==> src/verilog/cdr_pkg.sv <==
package cdr_pkg;

    // array sizes
    localparam int Nadc = 8;        // adc sample width
    localparam int Nti  = 16;       // interleaved lanes per word
    localparam int Npi  = 8;        // pi control word width
    localparam int Nout = 4;        // number of pi control lanes
    localparam int Nerr = Nadc + 2; // phase error width

    // loop configuration, gains are left-shift amounts
    typedef struct packed {
        logic [2:0]             kp;
        logic [2:0]             ki;
        logic [2:0]             kr;
        logic signed [Nerr-1:0] pd_offset;      // removed from the detector output
        logic                   en_freq_est;
        logic                   en_ramp_est;
        logic                   en_ext_pi_ctl;  // all pi lanes take ext_pi_ctl
        logic [Npi-1:0]         ext_pi_ctl;
    } cdr_cfg_t;

    // captured loop state
    // freq and ramp carry 8 fraction bits, the default accumulator shift
    typedef struct packed {
        logic [Nerr-1:0]   phase_est;
        logic [Nerr+7:0]   freq_est;
        logic [Nerr+7:0]   ramp_est;
    } cdr_snap_t;

    typedef enum logic [1:0] {
        SNAP_SAMPLE,
        SNAP_WAIT,
        SNAP_READY
    } snap_state_t;

endpackage

==> src/verilog/mm_pd.sv <==
`timescale 1ns/1ps
`default_nettype none

module mm_pd import cdr_pkg::*; (
    input  wire logic                   clk,
    input  wire logic                   ext_rstb,
    input  wire logic signed [Nadc-1:0] din_i [Nti],   // one interleaved word
    input  wire logic signed [Nerr-1:0] pd_offset_i,
    output logic signed [Nerr-1:0]      phase_error_o
);

    localparam int lane_bits = $clog2(Nti);
    localparam int sum_width = Nadc + 2 + lane_bits;
    localparam int err_max   = 2**(Nerr-1) - 1;
    localparam int err_min   = -(2**(Nerr-1));

    logic signed [Nadc-1:0]      last_q;        // last lane of the previous word
    logic signed [Nadc-1:0]      prev_s [Nti];  // sample before each lane
    logic signed [sum_width-1:0] pd_sum;
    logic signed [sum_width:0]   pd_diff;

    // sign of a sample, zero counts as 0
    function automatic logic signed [1:0] sgn(input logic signed [Nadc-1:0] x);
        if (x > 0) begin
            return 2'sb01;
        end else if (x < 0) begin
            return 2'sb11;
        end
        return 2'sb00;
    endfunction

    always_comb begin
        prev_s[0] = last_q;
        for (int k = 1; k < Nti; k++) begin
            prev_s[k] = din_i[k-1];
        end
    end

    // sum of x[k]*sgn(x[k-1]) - x[k-1]*sgn(x[k]) over all lanes
    always_comb begin
        logic signed [Nadc+1:0] term;
        pd_sum = '0;
        for (int k = 0; k < Nti; k++) begin
            term   = din_i[k] * sgn(prev_s[k]) - prev_s[k] * sgn(din_i[k]);
            pd_sum = pd_sum + term;
        end
    end

    always_comb begin
        pd_diff = (pd_sum >>> lane_bits) - pd_offset_i;
        if (pd_diff > err_max) begin
            phase_error_o = Nerr'(err_max);
        end else if (pd_diff < err_min) begin
            phase_error_o = Nerr'(err_min);
        end else begin
            phase_error_o = pd_diff[Nerr-1:0];
        end
    end

    always_ff @(posedge clk or negedge ext_rstb) begin
        if (!ext_rstb) begin
            last_q <= '0;
        end else begin
            last_q <= din_i[Nti-1];
        end
    end

endmodule

`default_nettype wire

==> src/verilog/cdr_loop_filter.sv <==
`timescale 1ns/1ps
`default_nettype none

module cdr_loop_filter import cdr_pkg::*; #(
    parameter int prop_width      = 3,
    parameter int intg_width      = 3,
    parameter int ramp_width      = 3,
    parameter int phase_est_shift = 8
) (
    input  wire logic                                 clk,
    input  wire logic                                 ext_rstb,
    input  wire logic signed [Nerr-1:0]               phase_error_i,
    input  wire logic                                 ramp_clock_i,
    input  wire cdr_cfg_t                             cfg_i,
    output logic [Npi-1:0]                            pi_ctl_o [Nout],
    output logic                                      freq_lvl_cross_o,
    output logic [Nerr-1:0]                           phase_est_out_o,
    output logic [Nerr+phase_est_shift-1:0]           freq_est_update_o,
    output logic [Nerr+phase_est_shift-1:0]           ramp_est_update_o
);

    localparam int acc_width = Nerr + phase_est_shift;

    logic [prop_width-1:0] kp;
    logic [intg_width-1:0] ki;
    logic [ramp_width-1:0] kr;

    logic signed [acc_width-1:0] pe_ext;
    logic signed [acc_width-1:0] ramp_step;

    logic signed [acc_width-1:0] ramp_pls_q, ramp_pls_d, ramp_pls_update;
    logic signed [acc_width-1:0] ramp_neg_q, ramp_neg_d, ramp_neg_update;
    logic signed [acc_width-1:0] freq_q, freq_d, freq_update;
    logic signed [acc_width-1:0] prev_freq_update_q;
    logic signed [acc_width-1:0] phase_q, phase_d, phase_update;

    logic [Nerr-1:0] phase_est_out;
    logic [Npi-1:0]  scaled_pi_ctl;

    assign kp = prop_width'(cfg_i.kp);
    assign ki = intg_width'(cfg_i.ki);
    assign kr = ramp_width'(cfg_i.kr);

    assign pe_ext    = acc_width'(phase_error_i);  // sign extended
    assign ramp_step = pe_ext <<< kr;

    // ramp_clock picks which half integrates this cycle
    always_comb begin
        ramp_pls_update = ramp_pls_q;
        ramp_neg_update = ramp_neg_q;
        if (ramp_clock_i) begin
            ramp_pls_update = ramp_pls_q + ramp_step;
        end else begin
            ramp_neg_update = ramp_neg_q + ramp_step;
        end
        ramp_pls_d = cfg_i.en_ramp_est ? ramp_pls_update : '0;
        ramp_neg_d = cfg_i.en_ramp_est ? ramp_neg_update : '0;
    end

    always_comb begin
        freq_update = freq_q + (pe_ext <<< ki)
                    + (ramp_clock_i ? ramp_pls_q : ramp_neg_q);
        freq_d      = cfg_i.en_freq_est ? freq_update : '0;

        phase_update = (pe_ext <<< kp) + freq_q;
        phase_d      = phase_q + phase_update;
    end

    always_ff @(posedge clk or negedge ext_rstb) begin
        if (!ext_rstb) begin
            ramp_pls_q         <= '0;
            ramp_neg_q         <= '0;
            freq_q             <= '0;
            prev_freq_update_q <= '0;
            phase_q            <= '0;
        end else begin
            ramp_pls_q         <= ramp_pls_d;
            ramp_neg_q         <= ramp_neg_d;
            freq_q             <= freq_d;
            prev_freq_update_q <= freq_update;
            phase_q            <= phase_d;
        end
    end

    // flag a rising frequency update
    always_ff @(posedge clk or negedge ext_rstb) begin
        if (!ext_rstb) begin
            freq_lvl_cross_o <= 1'b0;
        end else begin
            freq_lvl_cross_o <= (freq_update > prev_freq_update_q);
        end
    end

    assign phase_est_out = phase_q[acc_width-1:phase_est_shift];  // drop fraction bits
    assign scaled_pi_ctl = phase_est_out[Nerr-1:Nerr-Npi];

    for (genvar k = 0; k < Nout; k++) begin : g_pi_ctl
        assign pi_ctl_o[k] = cfg_i.en_ext_pi_ctl ? cfg_i.ext_pi_ctl : scaled_pi_ctl;
    end

    assign phase_est_out_o   = phase_est_out;
    assign freq_est_update_o = freq_update;
    assign ramp_est_update_o = ramp_clock_i ? ramp_pls_update : ramp_neg_update;

endmodule

`default_nettype wire

==> src/verilog/cdr_snapshot.sv <==
`timescale 1ns/1ps
`default_nettype none

module cdr_snapshot import cdr_pkg::*; #(
    parameter int phase_est_shift = 8
) (
    input  wire logic                              clk,
    input  wire logic                              ext_rstb,
    input  wire logic                              sample_req_i,  // level request
    input  wire logic [Nerr-1:0]                   phase_est_i,
    input  wire logic [Nerr+phase_est_shift-1:0]   freq_est_i,
    input  wire logic [Nerr+phase_est_shift-1:0]   ramp_est_i,
    output cdr_snap_t                              snap_o
);

    snap_state_t state;

    // request must drop before the next capture is armed
    always_ff @(posedge clk or negedge ext_rstb) begin
        if (!ext_rstb) begin
            state  <= SNAP_WAIT;
            snap_o <= '0;
        end else begin
            case (state)
                SNAP_SAMPLE: begin
                    snap_o.phase_est <= phase_est_i;
                    snap_o.freq_est  <= freq_est_i;
                    snap_o.ramp_est  <= ramp_est_i;
                    state            <= SNAP_WAIT;
                end
                SNAP_WAIT: begin
                    if (!sample_req_i) begin
                        state <= SNAP_READY;
                    end
                end
                SNAP_READY: begin
                    if (sample_req_i) begin
                        state <= SNAP_SAMPLE;
                    end
                end
                default: begin
                    state <= SNAP_WAIT;
                end
            endcase
        end
    end

endmodule

`default_nettype wire

==> src/verilog/cdr_top.sv <==
`timescale 1ns/1ps
`default_nettype none

module cdr_top import cdr_pkg::*; #(
    parameter int prop_width      = 3,
    parameter int intg_width      = 3,
    parameter int ramp_width      = 3,
    parameter int phase_est_shift = 8
) (
    input  wire logic                   clk,
    input  wire logic                   ext_rstb,
    input  wire logic signed [Nadc-1:0] din_i [Nti],
    input  wire logic                   ramp_clock_i,  // treated as synchronous to clk
    input  wire cdr_cfg_t               cfg_i,
    input  wire logic                   sample_req_i,
    output logic [Npi-1:0]              pi_ctl_o [Nout],
    output logic                        freq_lvl_cross_o,
    output cdr_snap_t                   snap_o
);

    logic signed [Nerr-1:0]               phase_error;
    logic [Nerr-1:0]                      phase_est_out;
    logic [Nerr+phase_est_shift-1:0]      freq_est_update;
    logic [Nerr+phase_est_shift-1:0]      ramp_est_update;

    // snapshot fields are sized for 8 fraction bits
    if (phase_est_shift != 8) begin : g_shift_check
        $error("cdr_top: phase_est_shift must be 8 to fit cdr_snap_t");
    end

    mm_pd mm_pd_inst (
        .clk           (clk),
        .ext_rstb      (ext_rstb),
        .din_i         (din_i),
        .pd_offset_i   (cfg_i.pd_offset),
        .phase_error_o (phase_error)
    );

    cdr_loop_filter #(
        .prop_width      (prop_width),
        .intg_width      (intg_width),
        .ramp_width      (ramp_width),
        .phase_est_shift (phase_est_shift)
    ) cdr_loop_filter_inst (
        .clk               (clk),
        .ext_rstb          (ext_rstb),
        .phase_error_i     (phase_error),
        .ramp_clock_i      (ramp_clock_i),
        .cfg_i             (cfg_i),
        .pi_ctl_o          (pi_ctl_o),
        .freq_lvl_cross_o  (freq_lvl_cross_o),
        .phase_est_out_o   (phase_est_out),
        .freq_est_update_o (freq_est_update),
        .ramp_est_update_o (ramp_est_update)
    );

    cdr_snapshot #(
        .phase_est_shift (phase_est_shift)
    ) cdr_snapshot_inst (
        .clk          (clk),
        .ext_rstb     (ext_rstb),
        .sample_req_i (sample_req_i),
        .phase_est_i  (phase_est_out),
        .freq_est_i   (freq_est_update),
        .ramp_est_i   (ramp_est_update),
        .snap_o       (snap_o)
    );

endmodule

`default_nettype wire

==> config.mk <==
export PLATFORM = sky130hd
export DESIGN_NAME = cdr_top
export DESIGN_NICKNAME = d
export VERILOG_FILES = /design/src/verilog/cdr_pkg.sv /design/src/verilog/mm_pd.sv /design/src/verilog/cdr_loop_filter.sv /design/src/verilog/cdr_snapshot.sv /design/src/verilog/cdr_top.sv
export SDC_FILE = /design/constraint.sdc
export NUM_CORES = 2
export LEC_CHECK = 0
export ABC_AREA = 1
export BUFFER_PORTS_ARGS = -buffer_cell sky130_fd_sc_hd__buf_2
export CAP_MARGIN = 20
export CORE_MARGIN = 8
export CORE_UTILIZATION = 42
export CTS_CLUSTER_SIZE = 20
export DETAILED_ROUTE_END_ITERATION = 6
export PLACE_DENSITY_LB_ADDON = 0.3
export SYNTH_ARGS = -nofsm -noshare
export SYNTH_HDL_FRONTEND = slang
export SYNTH_SLANG_ARGS = --single-unit
==> constraint.sdc <==
create_clock -name clk -period 13.4 [get_ports clk]
set_clock_uncertainty 0.1 [all_clocks]
set_input_delay 1.34 -clock clk [delete_from_list [all_inputs] [get_ports clk]]
set_output_delay 1.34 -clock clk [all_outputs]
set_load 0.01 [all_outputs]
# Word level (Yosys, flattened, before mapping)
# Index checks and enable logic that the tools add are counted.
# totals
input_bits	162
register_bits	147
output_inout_bits	79
word_cells	225
# classes
mux	98
shift	3
n_mul	32
n_lt_le_gt_ge	37
reduce_logical	2
addsub	38
n_eq_ne	4
# ops
cell	count
$mul A8 B2 Y10	32
$add A14 B10 Y14	13
$sub A10 B10 Y10	16
$gt A8 B1 Y1 const B	17
$lt A8 B1 Y1 const B	17
$mux W18	7
$add A18 B18 Y18	6
$mux W2	53
$sshl A10 B3 Y18	3
$mux W1	34
$mux W10	2
$gt A18 B18 Y1	1
$add A11 B10 Y12	1
$add A10 B10 Y11	1
$gt A11 B10 Y1 const B	1
$lt A11 B10 Y1 const B	1
$sub A10 B10 Y11	1
$mux W8	1
$ne A2 B2 Y1 const B	2
$pmux W2 S2	1
$eq A2 B1 Y1 const B	1
$eq A2 B2 Y1 const B	1
$logic_not A2 Y1	1
$reduce_and A2 Y1	1

# Longest topological paths before layout
# logic_depth
word_depth	29
depth_mapped	81
mapped_depth_nobuf	78

# Hierarchy
# A second synthesis with hierarchy kept.
# hier_totals
hier_cells	4948
area_unflattened_um2	36307.3
# modules_own_cells
mod	cells_each	n_inst	seq_area_each_um2	area_each_um2
mm_pd	3288	1	200.2	24235.7
cdr_loop_filter	1444	1	2277.2	9942.0
cdr_snapshot	216	1	1202.4	2129.5

# Least setup slack after synthesis
# Ideal clock, no wire load.
# synth_timing
path_kind	input -> register
start	input din_i[111] (netlist name)
end	register cdr_loop_filter_inst.freq_lvl_cross_o
arrival_ps	14380
n_path_buf	4
path_stages	75
setup_ps	77
setup_slack_ps	-1158
required_ps	13223
cell_sequence	buf_2 clkinv_1 nand4_1 or2_2 inv_1 clkbuf_1 nor2_1 ha_1 inv_1 fa_1 inv_1 fa_1 inv_1 ha_1 nand3_1 nand2_1 a21o_1 a21oi_1 [... 39 more ...] fa_1 ha_1 fa_1 nand3_1 nand2_1 a21oi_1 inv_1 nand3_1 nand2_1 or2_2 nand2_1 inv_1 ha_1 nand2_1 nor2_1 a211oi_1 nand3b_1 a21oi_1
# synth_via
elab_chain_cells	28
word_cells_on_any_way	35
cone_classes	add/sub (19); mul (4); order compare (5); shift (1); mux (6)
# synth_rtl
item	line	text
start: declaration	cdr_top.sv:12	input wire logic signed [Nadc-1:0] din_i [Nti],
$lt A8 B1 Y1	mm_pd.sv:26	end else if (x < 0) begin
$mux W1	mm_pd.sv:26	
$mux W1	mm_pd.sv:24	if (x > 0) begin
$mux W2	mm_pd.sv:29	return 2'sb00;
$mul A8 B2 Y10	mm_pd.sv:44	term = din_i[k] * sgn(prev_s[k]) - prev_s[k] * sgn(din_i[k]);
$sub A10 B10 Y10	mm_pd.sv:44	
$add A11 B10 Y12	mm_pd.sv:45	pd_sum = pd_sum + term;
$add A14 B10 Y14 (*) (13 in series)	mm_pd.sv:45	
$sub A10 B10 Y11 (*)	mm_pd.sv:50	pd_diff = (pd_sum >>> lane_bits) - pd_offset_i;
$lt A11 B10 Y1	mm_pd.sv:53	end else if (pd_diff < err_min) begin
$mux W10	mm_pd.sv:53	
$mux W10 (*)	mm_pd.sv:51	if (pd_diff > err_max) begin
$sshl A10 B3 Y18 (*)	cdr_loop_filter.sv:61	freq_update = freq_q + (pe_ext <<< ki)
$add A18 B18 Y18 (*)	cdr_loop_filter.sv:61	
$add A18 B18 Y18 (*)	cdr_loop_filter.sv:62	+ (ramp_clock_i ? ramp_pls_q : ramp_neg_q);
named net cdr_loop_filter_inst.freq_est_update_o[17]	cdr_loop_filter.sv:18	output logic [Nerr+phase_est_shift-1:0] freq_est_update_o,
$gt A18 B18 Y1 (*)	cdr_loop_filter.sv:90	freq_lvl_cross_o <= (freq_update > prev_freq_update_q);
end signal: assignment	cdr_loop_filter.sv:90	
end: declaration	cdr_loop_filter.sv:16	output logic freq_lvl_cross_o,
# The timed path passes the listed nets; every way through them passes the cells marked *.
# A chain may end at the register's enable or synchronous reset.

# Worst setup path in the final report
# layout_timing
start	input din_i[118] (netlist name)
end	register cdr_loop_filter_inst.freq_lvl_cross_o
# layout_via
elab_chain_cells	29
word_cells_on_any_way	36
cone_classes	add/sub (20); mul (4); order compare (5); shift (1); mux (6)
# layout_rtl
item	line
$lt A8 B1 Y1	mm_pd.sv:26
$mux W1	mm_pd.sv:26
$mux W1	mm_pd.sv:24
$mux W2	mm_pd.sv:29
$mul A8 B2 Y10	mm_pd.sv:44
$sub A10 B10 Y10	mm_pd.sv:44
$add A10 B10 Y11	mm_pd.sv:45
$add A11 B10 Y12 (*)	mm_pd.sv:45
[... 14 more ...]	n/a
$lt A11 B10 Y1	mm_pd.sv:53
$mux W10	mm_pd.sv:53
$mux W10 (*)	mm_pd.sv:51
$sshl A10 B3 Y18 (*)	cdr_loop_filter.sv:61
$add A18 B18 Y18 (*)	cdr_loop_filter.sv:61
$add A18 B18 Y18 (*)	cdr_loop_filter.sv:62
named net cdr_loop_filter_inst.freq_est_update_o[14]	cdr_loop_filter.sv:18
$gt A18 B18 Y1 (*)	cdr_loop_filter.sv:90
# Marks and branches as above.

==> metrics.md <==
| Metric | Value |
|---|---|
| Worst Path Required | ~14 ns |
| Final hold violation count | 0 |
| Reg2reg end | cdr_loop_filter_inst.freq_lvl_cross_o |
| Top post-synthesis cells by area | fa_1 (25%), ha_1 (19%), inv_1 (11%) |
| HPWL Detailed | 86000 µm |
| Placement Cell Area | 0.0423 mm² |
| Initial antenna violation count | 16 |
| Ports | 241 |
| Simple-Gate Fraction of Synth Area | a little under a fifth |
| RSZ-0062 raised after global routing | yes |
| Root Buffer | clkbuf_16 |
| Syn_nets | between 5k and 6k |
| Layout area overhead | 31.4% |
| Commonest non-fill, non-tap cells in the layout | inv_1 (1000), buf_4 (766), nand2_1 (635) |
| CP Launch Type | primary input |
| DR pass1 iterations | 7 |
| First-pass GRT wire length | 161000 µm |
| Final Critical Period | 13.90 ns |
| Tightest Hold Check Type | flop to flop |
| Post-route setup slack | -0.496 ns |
| Starting Density | 42.2% |
| Clk sinks | around 150 |
| Antenna violation net count after detailed routing | 0 |
| Depth of the most critical reg-to-reg path | 65 |
| Net count, final | 6568 |
| DRC | 0 |
| Via count | between 30k and 40k |
| Die Wd | 303 µm |
| Cells on Worst Hold Path | 2 |
| H-tree Lvls | 4 |
| Failing checks | negative setup slack |
| Synth unique cells | 47 |
| Final GP Congestion | 0.931 |
| Crit-path max FO | 6 |
| Synth Area in Compound Gates | 7.12% |
| GR Overflow Total | 0 |
| Adder-Cell Fraction of Synth Area | 44.2% |
| R2R Setup Slk | 0.08 ns |
| Reg clk slew, reported paths | 0.07 ns |
| Setup TNS | -0.496 ns |
| Worst slew margin | 43.3% |
| Worst Hold Launch | cdr_snapshot_inst.snap_o[20] |
| Most common cell after layout, fill and taps aside | inv_1 |
| Number of global-route vias before repair | approximately 32k |
| Worst EP arrival | 14.12 ns |
| Post-synth top area share | 25.1% |
| Fmax achieved | 0.0720 GHz |
| YS warnings | 0 |
| Max Buffers Root-to-Sink | 2 |
| Synth Area per Inst | 7.63 µm² |
| Final WL | roughly 100000 µm |
| DIE AREA | 0.0915 mm² |
| Outcome | complete, but fails checks |
| Critical Path Most Common Cell | fa_1 |
| Hold Buf Count CTS | 0 |
| Cells after synthesis | 4516 |
| Element type at the critical path end | flop |
| Design area | 0.0453 mm² |
| 1st-iter DRT viols | between 1.5k and 2k |
| Sequential cell area fraction in the yosys report | around a tenth |
| Synthesis-stage register bit count | between 100 and 150 |
| Critical-path top delay cell | fa_1 |
| CP Class | primary input to flop |
| WL per Instance | 15.5 µm |
| Synth area leader | fa_1 |
| Clock Latency Late Sink | 0.45 ns |
| Synth Cell Area | around 0.034 mm² |
| Number of cell rows | 105 |
| Post-synthesis mux area share | less than 1% |
| Largest net degree at the start of global routing | 86 |
| Period utilisation layout | 104% |
| Setup Viol. Count Final | 1 |
| Reg2reg start | mm_pd_inst.last_q[3] |
| GR Util All Layers | 21.6% |
| CP peak stage delay | 0.59 ns |
| Core box area | 0.0817 mm² |
| Max-cap violations | 0 |
| Layout cell share with drive strength beyond 1 | 26.7% |
| CTS tree | yes |
| Dpl cells | about 6.5k |
| Xor/xnor share of the synthesized area | 6.30% |
| Largest family of logic cells by synthesized area | adder cells |
| Port-buffer cells | 240 |
| Actual slew at the worst max-slew pin | ~0.85 ns |
| Vias/cell | around 4.8 |
| Die Ht | ~300 µm |
| Worst Hold Endpoint | cdr_snapshot_inst.snap_o[20] |
| Fin cells | 6542 |
| Slew Limit Fails | 0 |
| CTS buffer count | 17 |
## kinds of logic (layout without fill, tap and decap cells)
logic type | count (synthesis) | after routing
AO/OA/AOI/OAI | 440 | 440
XOR/XNOR | 248 | 248
adder cells (fa/ha/maj) | 959 | 959
buffers and inverters | 1173 | 2116
flip-flops | 147 | 147
multiplexers | 3 | 3
other | 0 | 12
AND/OR/NAND/NOR | 1546 | 1547
## registers in the layout (all words and copies together) (netlist names)
register	flops
cdr_snapshot_inst.snap_o	46
cdr_snapshot_inst.state	2
cdr_loop_filter_inst.prev_freq_update_q	18
cdr_loop_filter_inst.freq_q	18
mm_pd_inst.last_q	8
cdr_loop_filter_inst.ramp_pls_q	18
cdr_loop_filter_inst.ramp_neg_q	18
cdr_loop_filter_inst.phase_q	18
cdr_loop_filter_inst.freq_lvl_cross_o	1
## cell usage after synthesis (all sizes together)
master and count:
and2 1, a311oi 1, a2111oi 1, o21a 1, mux2i 2, dfrtp 146, dfstp 1, o31ai 5
or2 7, and3 1, o2111ai 1, o21ai 135, a211oi 4, o211ai 22, o21bai 22, buf 48
xnor2 124, xor2 124, mux2 1, nand3 208, nor4 5, nand3b 7, a31oi 9, nor2 537
a221oi 1, nand4 51, nor3 19, clkinv 12, o22ai 4, a21oi 202, a21boi 5, a21o 26
inv 1051, a22oi 1, nand2 710, clkbuf 62, fa 433, ha 526
## area by class of cell
| cell class | instances | area, µm² |
|---|---|---|
| Fill cell | 7503 | 36400 |
| Clock buffer | 17 | 425 |
| Antenna cell | 12 | 30.0 |
| Inverter | 1063 | 4010 |
| Multi-Input combinational cell | 3197 | 28400 |
| Clock inverter | 15 | 164 |
| Tap cell | 1070 | 1340 |
| Sequential cell | 147 | 3680 |
| Timing Repair Buffer | 1021 | 7290 |
## worst max-delay path by stage
stage	start	end	slack [ns]
detailed placement	din_i[122]	cdr_loop_filter_inst.freq_lvl_cross_o	-1.16
CTS	din_i[113]	cdr_loop_filter_inst.freq_lvl_cross_o	-0.33
finish	din_i[118]	cdr_loop_filter_inst.freq_lvl_cross_o	-0.50
global placement	din_i[122]	cdr_loop_filter_inst.freq_lvl_cross_o	-0.87
floorplan	din_i[111]	cdr_loop_filter_inst.freq_lvl_cross_o	-0.31
global route	din_i[111]	cdr_loop_filter_inst.freq_lvl_cross_o	-1.10
## critical path: cells and delay by family
| kind | cells | cell delay (ns) |
|---|---|---|
| fa+ha+maj | 16 | 6.56 |
| simple gates | 23 | 2.53 |
| xor+xnor | 4 | 0.64 |
| buf+inv | 7 | 0.62 |
| compound gates | 15 | 2.43 |
## per-stage QoR
stage	hold WS (ns)	utilization, %	setup slack, ns
after floorplan	0.385	-	-0.306
after global placement	0.356	51.7	-0.871
after detailed placement	0.358	51.7	-1.16
after CTS	0.375	52.8	-0.331
after global routing	0.400	55.4	-1.10
final	0.373	55.4	-0.496
## per-layer routing
metal  GRT usage, %  up-vias  wire, µm  part of all wire (%)
met5              0        -        13                 0.013
met4           5.59        2      2670                   2.6
met3           2.42      153      4490                   4.4
met2           38.3      636     49800                    49
met1           28.0    15106     44200                    44
li1               -    15719         -                     -
## repair_timing
action,in CTS,in global routing
resized for setup,58,418
pin swaps,74,179
setup buffers,7,35
endpoints found under the setup margin,10,96
cloned,1,1
hold endpoints to repair,0,0
Power is left out: the tool's default activity adds up to more than one toggle a clock period on the data nets, which glitch-free logic cannot reach.
